### src/design/decode_settings.svh
`ifndef DECODE_SETTINGS_SVH
`define DECODE_SETTINGS_SVH

`define VADDR_WIDTH    32
`define REG_ADDR_WIDTH 5
`define ECAUSE_WIDTH   4

`define OPC_LUI        7'b0110111
`define OPC_AUIPC      7'b0010111
`define OPC_JAL        7'b1101111
`define OPC_JALR       7'b1100111
`define OPC_BRANCH     7'b1100011
`define OPC_LOAD       7'b0000011
`define OPC_STORE      7'b0100011
`define OPC_OP_IMM     7'b0010011
`define OPC_OP         7'b0110011
`define OPC_SYSTEM     7'b1110011

`define EXC_ILLEGAL    4'd2
`define EXC_BREAKPOINT 4'd3
`define EXC_ECALL_M    4'd11

`endif

### src/design/decode_pkg.sv
`include "decode_settings.svh"

package decode_pkg;

  typedef logic [31:0]                  instr_t;
  typedef logic [`VADDR_WIDTH-1:0]      addr_t;
  typedef logic [`REG_ADDR_WIDTH-1:0]   reg_addr_t;
  typedef logic [31:0]                  imm_t;
  typedef logic [`ECAUSE_WIDTH-1:0]     ecause_t;
  typedef logic [2:0]                   funct3_t; // Also ALU and compare function

  // ALU operand source
  typedef enum logic [1:0] {
    SEL_REG = 2'd0,
    SEL_PC  = 2'd1,
    SEL_IMM = 2'd2
  } alu_sel_t;

  typedef enum logic [2:0] {
    IMM_NONE = 3'd0,
    IMM_I    = 3'd1,
    IMM_S    = 3'd2,
    IMM_B    = 3'd3,
    IMM_U    = 3'd4,
    IMM_J    = 3'd5
  } imm_fmt_t;

  typedef enum logic [1:0] {
    ST_ACCEPT   = 2'd0, // Waiting for fetch
    ST_HOLD     = 2'd1, // Issued, waiting for ROB
    ST_REDIRECT = 2'd2  // Branch out, waiting for branch_back
  } stage_state_t;

endpackage

### src/design/instr_fields.sv
`timescale 1ns/1ns

module instr_fields (
  input  decode_pkg::instr_t    instr,
  input  decode_pkg::imm_fmt_t  imm_fmt,
  output logic [6:0]            opcode,
  output decode_pkg::funct3_t   funct3,
  output logic [6:0]            funct7,
  output decode_pkg::reg_addr_t rs1,
  output decode_pkg::reg_addr_t rs2,
  output decode_pkg::reg_addr_t rd,
  output decode_pkg::imm_t      imm
);

  decode_pkg::imm_t imm_i;
  decode_pkg::imm_t imm_s;
  decode_pkg::imm_t imm_b;
  decode_pkg::imm_t imm_u;
  decode_pkg::imm_t imm_j;

  assign opcode = instr[6:0];
  assign rd     = instr[11:7];
  assign funct3 = instr[14:12];
  assign rs1    = instr[19:15];
  assign rs2    = instr[24:20];
  assign funct7 = instr[31:25];

  // All formats sign extend from bit 31
  assign imm_i = {{20{instr[31]}}, instr[31:20]};
  assign imm_s = {{20{instr[31]}}, instr[31:25], instr[11:7]};
  assign imm_b = {{20{instr[31]}}, instr[7], instr[30:25], instr[11:8], 1'b0};
  assign imm_u = {instr[31:12], 12'b0};
  assign imm_j = {{12{instr[31]}}, instr[19:12], instr[20], instr[30:21], 1'b0};

  always_comb begin
    case (imm_fmt)
      decode_pkg::IMM_I: imm = imm_i;
      decode_pkg::IMM_S: imm = imm_s;
      decode_pkg::IMM_B: imm = imm_b;
      decode_pkg::IMM_U: imm = imm_u;
      decode_pkg::IMM_J: imm = imm_j;
      default:           imm = '0; // No immediate
    endcase
  end

endmodule

### src/design/op_classifier.sv
`timescale 1ns/1ns
`include "decode_settings.svh"

module op_classifier (
  input  logic [6:0]            opcode,
  input  decode_pkg::funct3_t   funct3,
  input  logic [6:0]            funct7,
  input  decode_pkg::reg_addr_t rs1,
  input  decode_pkg::reg_addr_t rs2,
  input  decode_pkg::reg_addr_t rd,
  input  logic                  exception_in,
  input  decode_pkg::ecause_t   ecause_in,
  output decode_pkg::imm_fmt_t  imm_fmt,
  output logic                  uses_rs1,
  output logic                  uses_rs2,
  output logic                  uses_rd,
  output decode_pkg::funct3_t   alu_func,
  output logic                  alu_modifier,
  output decode_pkg::alu_sel_t  alu_sel_a,
  output decode_pkg::alu_sel_t  alu_sel_b,
  output decode_pkg::funct3_t   cmp_func,
  output logic                  branch,
  output logic                  jump,
  output logic                  is_alu,
  output logic                  load,
  output logic                  store,
  output logic [1:0]            ls_size,
  output logic                  load_signed,
  output logic                  exception_out,
  output decode_pkg::ecause_t   ecause_out
);

  logic illegal;
  logic env_fields_set;

  // ECALL and EBREAK require all other fields zero
  assign env_fields_set = (funct7 != 7'd0) || (rs1 != '0) || (rd != '0);

  assign cmp_func    = funct3;
  assign ls_size     = funct3[1:0];
  assign load_signed = !funct3[2];

  always_comb begin
    imm_fmt      = decode_pkg::IMM_NONE;
    uses_rs1     = 1'b0;
    uses_rs2     = 1'b0;
    uses_rd      = 1'b0;
    alu_func     = 3'b110; // OR of imm with itself passes LUI through
    alu_modifier = 1'b0;
    alu_sel_a    = decode_pkg::SEL_IMM;
    alu_sel_b    = decode_pkg::SEL_IMM;
    branch       = 1'b0;
    jump         = 1'b0;
    is_alu       = 1'b1;
    load         = 1'b0;
    store        = 1'b0;
    illegal      = 1'b0;
    ecause_out   = ecause_in;
    case (opcode)
      `OPC_LUI: begin
        imm_fmt = decode_pkg::IMM_U;
        uses_rd = 1'b1;
      end
      `OPC_AUIPC: begin
        imm_fmt   = decode_pkg::IMM_U;
        uses_rd   = 1'b1;
        alu_func  = 3'b000;
        alu_sel_a = decode_pkg::SEL_PC;
      end
      `OPC_JAL: begin
        imm_fmt   = decode_pkg::IMM_J;
        uses_rd   = 1'b1;
        alu_func  = 3'b000;
        alu_sel_a = decode_pkg::SEL_PC;
        branch    = 1'b1;
        jump      = 1'b1;
      end
      `OPC_JALR: begin
        imm_fmt   = decode_pkg::IMM_I;
        uses_rs1  = 1'b1;
        uses_rd   = 1'b1;
        alu_func  = 3'b000;
        alu_sel_a = decode_pkg::SEL_REG;
        branch    = 1'b1;
        jump      = 1'b1;
        illegal   = (funct3 != 3'b000);
      end
      `OPC_BRANCH: begin
        imm_fmt   = decode_pkg::IMM_B;
        uses_rs1  = 1'b1;
        uses_rs2  = 1'b1;
        alu_func  = 3'b000; // Target is pc plus offset
        alu_sel_a = decode_pkg::SEL_PC;
        branch    = 1'b1;
        illegal   = (funct3[2:1] == 2'b01);
      end
      `OPC_LOAD: begin
        imm_fmt   = decode_pkg::IMM_I;
        uses_rs1  = 1'b1;
        uses_rd   = 1'b1;
        alu_func  = 3'b000;
        alu_sel_a = decode_pkg::SEL_REG;
        is_alu    = 1'b0; // Address from AGU
        load      = 1'b1;
        illegal   = funct3[2] && (funct3[1:0] == 2'b11); // No LDU
      end
      `OPC_STORE: begin
        imm_fmt   = decode_pkg::IMM_S;
        uses_rs1  = 1'b1;
        uses_rs2  = 1'b1;
        alu_func  = 3'b000;
        alu_sel_a = decode_pkg::SEL_REG;
        is_alu    = 1'b0;
        store     = 1'b1;
        illegal   = funct3[2];
      end
      `OPC_OP_IMM: begin
        imm_fmt      = decode_pkg::IMM_I;
        uses_rs1     = 1'b1;
        uses_rd      = 1'b1;
        alu_func     = funct3;
        alu_modifier = (funct3 == 3'b101) && funct7[5]; // SRAI
        alu_sel_a    = decode_pkg::SEL_REG;
        // RV64 shamt is 6 bits, so funct7[0] is part of it
        illegal      = ((funct3 == 3'b001) && (funct7[6:1] != 6'd0)) ||
                       ((funct3 == 3'b101) && (funct7[6] || (funct7[4:1] != 4'd0)));
      end
      `OPC_OP: begin
        uses_rs1     = 1'b1;
        uses_rs2     = 1'b1;
        uses_rd      = 1'b1;
        alu_func     = funct3;
        alu_modifier = funct7[5]; // SUB or SRA
        alu_sel_a    = decode_pkg::SEL_REG;
        alu_sel_b    = decode_pkg::SEL_REG;
        illegal      = (funct7 != 7'd0) &&
                       ((funct7 != 7'b0100000) || ((funct3 != 3'b000) && (funct3 != 3'b101)));
      end
      `OPC_SYSTEM: begin
        is_alu = 1'b0;
        if ((funct3 == 3'b000) && (rs2[`REG_ADDR_WIDTH-1:1] == '0) && !env_fields_set) begin
          ecause_out = rs2[0] ? `EXC_BREAKPOINT : `EXC_ECALL_M;
        end else begin
          illegal = 1'b1; // CSR, MRET, WFI and bad fields
        end
      end
      default: begin
        is_alu  = 1'b0;
        illegal = 1'b1;
      end
    endcase
    if (illegal) begin
      ecause_out = `EXC_ILLEGAL;
    end
  end

  // Own exceptions win over the fetch one
  assign exception_out = exception_in || illegal || (opcode == `OPC_SYSTEM);

endmodule

### src/design/issue_register.sv
`timescale 1ns/1ns

module issue_register (
  input  logic                  clk,
  input  logic                  rstn,
  input  logic                  valid_in,
  input  logic                  ready_in,
  input  logic                  branch_back,
  input  logic                  trapped,
  input  decode_pkg::addr_t     pc,
  input  decode_pkg::addr_t     next_pc,
  input  logic                  uses_rs1,
  input  logic                  uses_rs2,
  input  logic                  uses_rd,
  input  decode_pkg::funct3_t   alu_func,
  input  logic                  alu_modifier,
  input  decode_pkg::alu_sel_t  alu_sel_a,
  input  decode_pkg::alu_sel_t  alu_sel_b,
  input  decode_pkg::funct3_t   cmp_func,
  input  logic                  branch,
  input  logic                  jump,
  input  logic                  is_alu,
  input  logic                  load,
  input  logic                  store,
  input  logic [1:0]            ls_size,
  input  logic                  load_signed,
  input  logic                  exception_out,
  input  decode_pkg::ecause_t   ecause_out,
  input  decode_pkg::reg_addr_t rs1,
  input  decode_pkg::reg_addr_t rs2,
  input  decode_pkg::reg_addr_t rd,
  input  decode_pkg::imm_t      imm,
  output logic                  valid_out,
  output logic                  ready_out,
  output decode_pkg::addr_t     pc_q,
  output decode_pkg::addr_t     next_pc_q,
  output logic                  uses_rs1_q,
  output logic                  uses_rs2_q,
  output logic                  uses_rd_q,
  output decode_pkg::funct3_t   alu_func_q,
  output logic                  alu_modifier_q,
  output decode_pkg::alu_sel_t  alu_sel_a_q,
  output decode_pkg::alu_sel_t  alu_sel_b_q,
  output decode_pkg::funct3_t   cmp_func_q,
  output logic                  branch_q,
  output logic                  jump_q,
  output logic                  is_alu_q,
  output logic                  load_q,
  output logic                  store_q,
  output logic [1:0]            ls_size_q,
  output logic                  load_signed_q,
  output logic                  exception_out_q,
  output decode_pkg::ecause_t   ecause_out_q,
  output decode_pkg::reg_addr_t rs1_q,
  output decode_pkg::reg_addr_t rs2_q,
  output decode_pkg::reg_addr_t rd_q,
  output decode_pkg::imm_t      imm_q
);

  decode_pkg::stage_state_t state;
  decode_pkg::stage_state_t state_next;
  logic                     accept;

  assign ready_out = (state == decode_pkg::ST_ACCEPT);
  assign valid_out = (state == decode_pkg::ST_HOLD);
  assign accept    = valid_in && ready_out;

  always_comb begin
    state_next = state;
    case (state)
      decode_pkg::ST_ACCEPT: begin
        if (accept) begin
          state_next = decode_pkg::ST_HOLD;
        end
      end
      decode_pkg::ST_HOLD: begin
        if (ready_in) begin
          // Wait for the core to resolve the target
          state_next = (branch_q || jump_q) ? decode_pkg::ST_REDIRECT : decode_pkg::ST_ACCEPT;
        end
      end
      decode_pkg::ST_REDIRECT: begin
        if (branch_back) begin
          state_next = decode_pkg::ST_ACCEPT;
        end
      end
      default: state_next = decode_pkg::ST_ACCEPT;
    endcase
    if (trapped) begin
      state_next = decode_pkg::ST_ACCEPT; // Flush drops anything pending
    end
  end

  always_ff @(posedge clk) begin
    if (rstn) begin
      state <= decode_pkg::ST_ACCEPT;
    end else begin
      state <= state_next;
    end
  end

  always_ff @(posedge clk) begin
    if (rstn) begin
      pc_q            <= '0;
      next_pc_q       <= '0;
      uses_rs1_q      <= 1'b0;
      uses_rs2_q      <= 1'b0;
      uses_rd_q       <= 1'b0;
      alu_func_q      <= '0;
      alu_modifier_q  <= 1'b0;
      alu_sel_a_q     <= decode_pkg::SEL_REG;
      alu_sel_b_q     <= decode_pkg::SEL_REG;
      cmp_func_q      <= '0;
      branch_q        <= 1'b0;
      jump_q          <= 1'b0;
      is_alu_q        <= 1'b0;
      load_q          <= 1'b0;
      store_q         <= 1'b0;
      ls_size_q       <= 2'b00;
      load_signed_q   <= 1'b0;
      exception_out_q <= 1'b0;
      ecause_out_q    <= '0;
      rs1_q           <= '0;
      rs2_q           <= '0;
      rd_q            <= '0;
      imm_q           <= '0;
    end else if (accept) begin
      pc_q            <= pc;
      next_pc_q       <= next_pc;
      uses_rs1_q      <= uses_rs1;
      uses_rs2_q      <= uses_rs2;
      uses_rd_q       <= uses_rd;
      alu_func_q      <= alu_func;
      alu_modifier_q  <= alu_modifier;
      alu_sel_a_q     <= alu_sel_a;
      alu_sel_b_q     <= alu_sel_b;
      cmp_func_q      <= cmp_func;
      branch_q        <= branch;
      jump_q          <= jump;
      is_alu_q        <= is_alu;
      load_q          <= load;
      store_q         <= store;
      ls_size_q       <= ls_size;
      load_signed_q   <= load_signed;
      exception_out_q <= exception_out;
      ecause_out_q    <= ecause_out;
      rs1_q           <= rs1;
      rs2_q           <= rs2;
      rd_q            <= uses_rd ? rd : '0; // No writeback target
      imm_q           <= imm;
    end
  end

endmodule

### src/design/decode_stage.sv
`timescale 1ns/1ns

module decode_stage (
  input  logic                  clk,
  input  logic                  rstn,
  input  decode_pkg::instr_t    instr,
  input  decode_pkg::addr_t     pc,
  input  decode_pkg::addr_t     next_pc,
  input  logic                  valid_in,
  input  logic                  exception_in,
  input  decode_pkg::ecause_t   ecause_in,
  input  logic                  ready_in,
  input  logic                  branch_back,
  input  logic                  trapped,
  output logic                  ready_out,
  output logic                  valid_out,
  output decode_pkg::addr_t     pc_q,
  output decode_pkg::addr_t     next_pc_q,
  output logic                  uses_rs1_q,
  output logic                  uses_rs2_q,
  output logic                  uses_rd_q,
  output decode_pkg::funct3_t   alu_func_q,
  output logic                  alu_modifier_q,
  output decode_pkg::alu_sel_t  alu_sel_a_q,
  output decode_pkg::alu_sel_t  alu_sel_b_q,
  output decode_pkg::funct3_t   cmp_func_q,
  output logic                  branch_q,
  output logic                  jump_q,
  output logic                  is_alu_q,
  output logic                  load_q,
  output logic                  store_q,
  output logic [1:0]            ls_size_q,
  output logic                  load_signed_q,
  output logic                  exception_out_q,
  output decode_pkg::ecause_t   ecause_out_q,
  output decode_pkg::reg_addr_t rs1_q,
  output decode_pkg::reg_addr_t rs2_q,
  output decode_pkg::reg_addr_t rd_q,
  output decode_pkg::imm_t      imm_q
);

  // Fields to classifier
  logic [6:0]            opcode;
  decode_pkg::funct3_t   funct3;
  logic [6:0]            funct7;
  decode_pkg::reg_addr_t rs1;
  decode_pkg::reg_addr_t rs2;
  decode_pkg::reg_addr_t rd;
  decode_pkg::imm_t      imm;
  decode_pkg::imm_fmt_t  imm_fmt;

  // Classifier to issue register
  logic                  uses_rs1;
  logic                  uses_rs2;
  logic                  uses_rd;
  decode_pkg::funct3_t   alu_func;
  logic                  alu_modifier;
  decode_pkg::alu_sel_t  alu_sel_a;
  decode_pkg::alu_sel_t  alu_sel_b;
  decode_pkg::funct3_t   cmp_func;
  logic                  branch;
  logic                  jump;
  logic                  is_alu;
  logic                  load;
  logic                  store;
  logic [1:0]            ls_size;
  logic                  load_signed;
  logic                  exception_out;
  decode_pkg::ecause_t   ecause_out;

  instr_fields instr_fields_inst (.*);

  op_classifier op_classifier_inst (.*);

  issue_register issue_register_inst (.*);

endmodule

### config.mk
export PLATFORM = sky130hd
export DESIGN_NAME = decode_stage
export DESIGN_NICKNAME = d
export VERILOG_FILES = /design/src/design/decode_pkg.sv /design/src/design/instr_fields.sv /design/src/design/op_classifier.sv /design/src/design/issue_register.sv /design/src/design/decode_stage.sv
export VERILOG_INCLUDE_DIRS = /design/src /design/src/design
export SDC_FILE = /design/constraint.sdc
export NUM_CORES = 1
export LEC_CHECK = 0
export BUFFER_PORTS_ARGS = -buffer_cell sky130_fd_sc_hd__buf_2
export CAP_MARGIN = 20
export CORE_MARGIN = 2
export CORE_UTILIZATION = 51
export DETAILED_ROUTE_END_ITERATION = 16
export GPL_ROUTABILITY_DRIVEN = 0
export PLACE_DENSITY = 0.86
export SLEW_MARGIN = 20
export SYNTH_ARGS = -nofsm -noshare
export SYNTH_HDL_FRONTEND = slang
export SYNTH_SLANG_ARGS = --single-unit
### constraint.sdc
create_clock -name clk -period 2.9 [get_ports clk]
set_input_delay 0.29 -clock clk [delete_from_list [all_inputs] [get_ports clk]]
set_output_delay 0.29 -clock clk [all_outputs]
set_load 0.02 [all_outputs]
==> flow_metrics.py <==
metrics = {
    "run_status": {
        "status": "complete, no violations",
    },
    "route": {
        "vias": 6030,
        "drtIter0Drc": 577,
        "drcViolationCount": 0,
        "ant_nets": 0,
        "wirelength_mm": 18.4,
        "vias_per_cell": 5.45,
        "dr.pass1.iters": 6,
        "wire_per_inst_um": 16.7,
    },
    "logic_synthesis": {
        "synth_edf_count": 0,
        "ys_types": 51,
        "syn_nets": 801,
        "ys_async_sr_fraction": 0,
        "synth_warnings": 0,
        "yosys_most_used_dff": "dfxtp_1",
        "synth_area_per_cell_sq_um": 7.88,
        "ys_ff_latch": 137,
        "synth_area_leaders": "dfxtp_1, nand2_1, a21oi_1",
        "yosys.area.top_type": "dfxtp_1",
        "synth.yosys.seq_area_share": 0.501,
        "netlist_area_sq_um": 5470,
        "synth_top_area_frac": 0.501,
        "syn_inst": 694,
    },
    "sta": {
        "setup_viol": 0,
        "worstMarginPinSlew_ps": 834,
        "finalMaxSlewViolations": 0,
        "fin_crit_ps": 1890,
        "hold_viol_final": 0,
        "maxSlewHeadroom": 0.439,
        "clock_skew_ps": 7.82,
        "fin_crit_sh": 0.652,
        "fin_hold_ws_ps": 13.7,
        "rsz0062_at_grt": "false",
        "finalWorstSetupSlack_ps": 1010,
        "max_freq_ghz": 0.529,
        "tns_ps": 0,
    },
    "grt": {
        "antenna_found_initial": 0,
        "grt_max_degree": 135,
        "globalRouteOverflowTotal": 0,
        "grtUsageTotal": 0.313,
        "grt_first_pass_wirelength_mm": 28.0,
        "grt_pass1_vias": 5684,
    },
    "power": {
        "power_mw": 4.82,
        "power_leakage_nw": 3.52,
        "ir_drop_uv": 532,
        "power_density_nw_per_um2": 619,
    },
    "final_layout": {
        "final_area_sq_um": 7790,
        "layoutNonFillerInstCount": 1106,
        "syn_to_final_growth_pct": 42.4,
        "final_cell_mix": "buf_2, nand2_1, dfxtp_1, a21oi_1, dlygate4sd3_1",
        "finalNetCount": 1064,
        "final_common_cell": "buf_2",
        "diodes": 0,
        "drive_gt1_frac": 0.304,
        "final_util": 0.751,
    },
    "clock_network": {
        "cts_made_buffers": 17,
        "clock-sinks": 137,
        "path_clk_slew_ps": 60,
        "htreeDepth": 4,
        "clk-insertion-delay-late_ps": 530,
        "cts_setup_buffers": 0,
        "cts_tree": "built",
        "root_buffer": "clkbuf_8",
        "cts_buffer_depth": 2,
        "ctsHoldBuffers": 47,
        "post_cts_resized": 0,
    },
    "critical_path": {
        "r2r_setup_slack_ps": 1060,
        "required_ps": 3330,
        "r2r_start": "issue_register_inst.state[1]",
        "critical_path_class": "primary input to register",
        "r2r-end": "issue_register_inst.imm_q[21]",
        "startpoint_type": "primary input",
        "crit_path_max_fanout": 22,
        "arrival_ps": 2320,
        "critPathCaptureType": "register",
        "crit_start": "instr[5]",
        "rr_worst_depth": 6,
    },
    "placement": {
        "port_buffers": 245,
        "placed_cells": 1027,
        "dp_slack_ps": 606,
        "hpwl_mm": 11.5,
        "place_area_sq_um": 6710,
    },
    "floorplan": {
        "die_w_um": 108,
        "row_count": 37,
        "die_y_um": 108,
        "initial_core_util": 0.527,
        "dieArea_sq_um": 11600,
        "coreArea_sq_um": 10400,
        "io_pins": 247,
    },
    "min_path": {
        "hp-class": "primary input to register",
        "min_to": "issue_register_inst.next_pc_q[6]",
        "hold_path.startpoint": "next_pc[6]",
        "min_path_cells": 3,
    },
    "flow_run": {
        "drv_cap": 0,
    },
}
[final cells by class]
cell class / instances / area (sq um)
Clock buffer: 21 / 459
Clock inverter: 11 / 145
Fill cell: 768 / 2580
Inverter: 6 / 22.5
Multi-Input combinational cell: 493 / 2450
Sequential cell: 137 / 2740
Tap cell: 136 / 170
Timing Repair Buffer: 302 / 1800
[worst max-delay path, cell delays in order]
cell	delay, ps
buf_2	230
and3b_1	330
a22oi_1	130
nor3b_2	630
o21ai_2	80
buf_4	230
a21o_1	180
a21oi_1	210
[layer usage]
metal	track usage	vias to the layer above	routed length (um)
li1	-	2872	-
met2	0.511	379	8870
met5	0	-	0
met1	0.371	2733	6870
met3	0.107	46	2170
met4	0.140	0	515
[report_power, final]
part	switching [mW]	internal [mW]
Combinational	0.396	0.233
Sequential	0.0410	1.96
Clock	0.809	1.38
[worst max-delay path by stage]
stage                                           to  slack [ps]  cells after the start
6_report             issue_register_inst.imm_q[21]        1010                      8
3_3_place_gp   issue_register_inst.ecause_out_q[3]         640                      7
3_5_place_dp   issue_register_inst.ecause_out_q[3]         610                      7
4_1_cts               issue_register_inst.pc_q[30]        1080                      5
5_1_grt               issue_register_inst.pc_q[30]         930                      5
2_1_floorplan  issue_register_inst.ecause_out_q[3]         860                      6
[Yosys cell counts, drive strengths merged, types with 2 or more instances]
cell       n
nand4      2
nor3b      3
o21a       2
nand2b     2
and3b      2
a21o      11
nand2    204
or3        2
nor2b      3
a2bb2oi   10
inv        6
nand3     12
a2111oi    2
a22oi      9
o211ai     2
clkbuf    40
nor4b      2
a221oi     4
o21ai      9
nor2      44
or4        4
nor3      14
nor4       6
a21oi    123
buf       17
a211oi     6
dfxtp    137
[kinds of logic after synthesis]
family / Yosys count / synth area share
AO/OA/AOI/OAI: 185 / 0.203
other: 1 / 0.000686
AND/OR/NAND/NOR: 305 / 0.237
XOR/XNOR: 2 / 0.00320
buffers and inverters: 64 / 0.0547
flip-flops: 137 / 0.501
[state kept, by name, summed over array words and instances (netlist names), 3 cells and up]
signal / count
issue_register_inst.rs1_q: 5
issue_register_inst.rs2_q: 5
issue_register_inst.ecause_out_q: 4
issue_register_inst.imm_q: 32
issue_register_inst.alu_func_q: 3
issue_register_inst.rd_q: 5
issue_register_inst.pc_q: 32
issue_register_inst.next_pc_q: 32
Power figures use the tool's default switching activity.
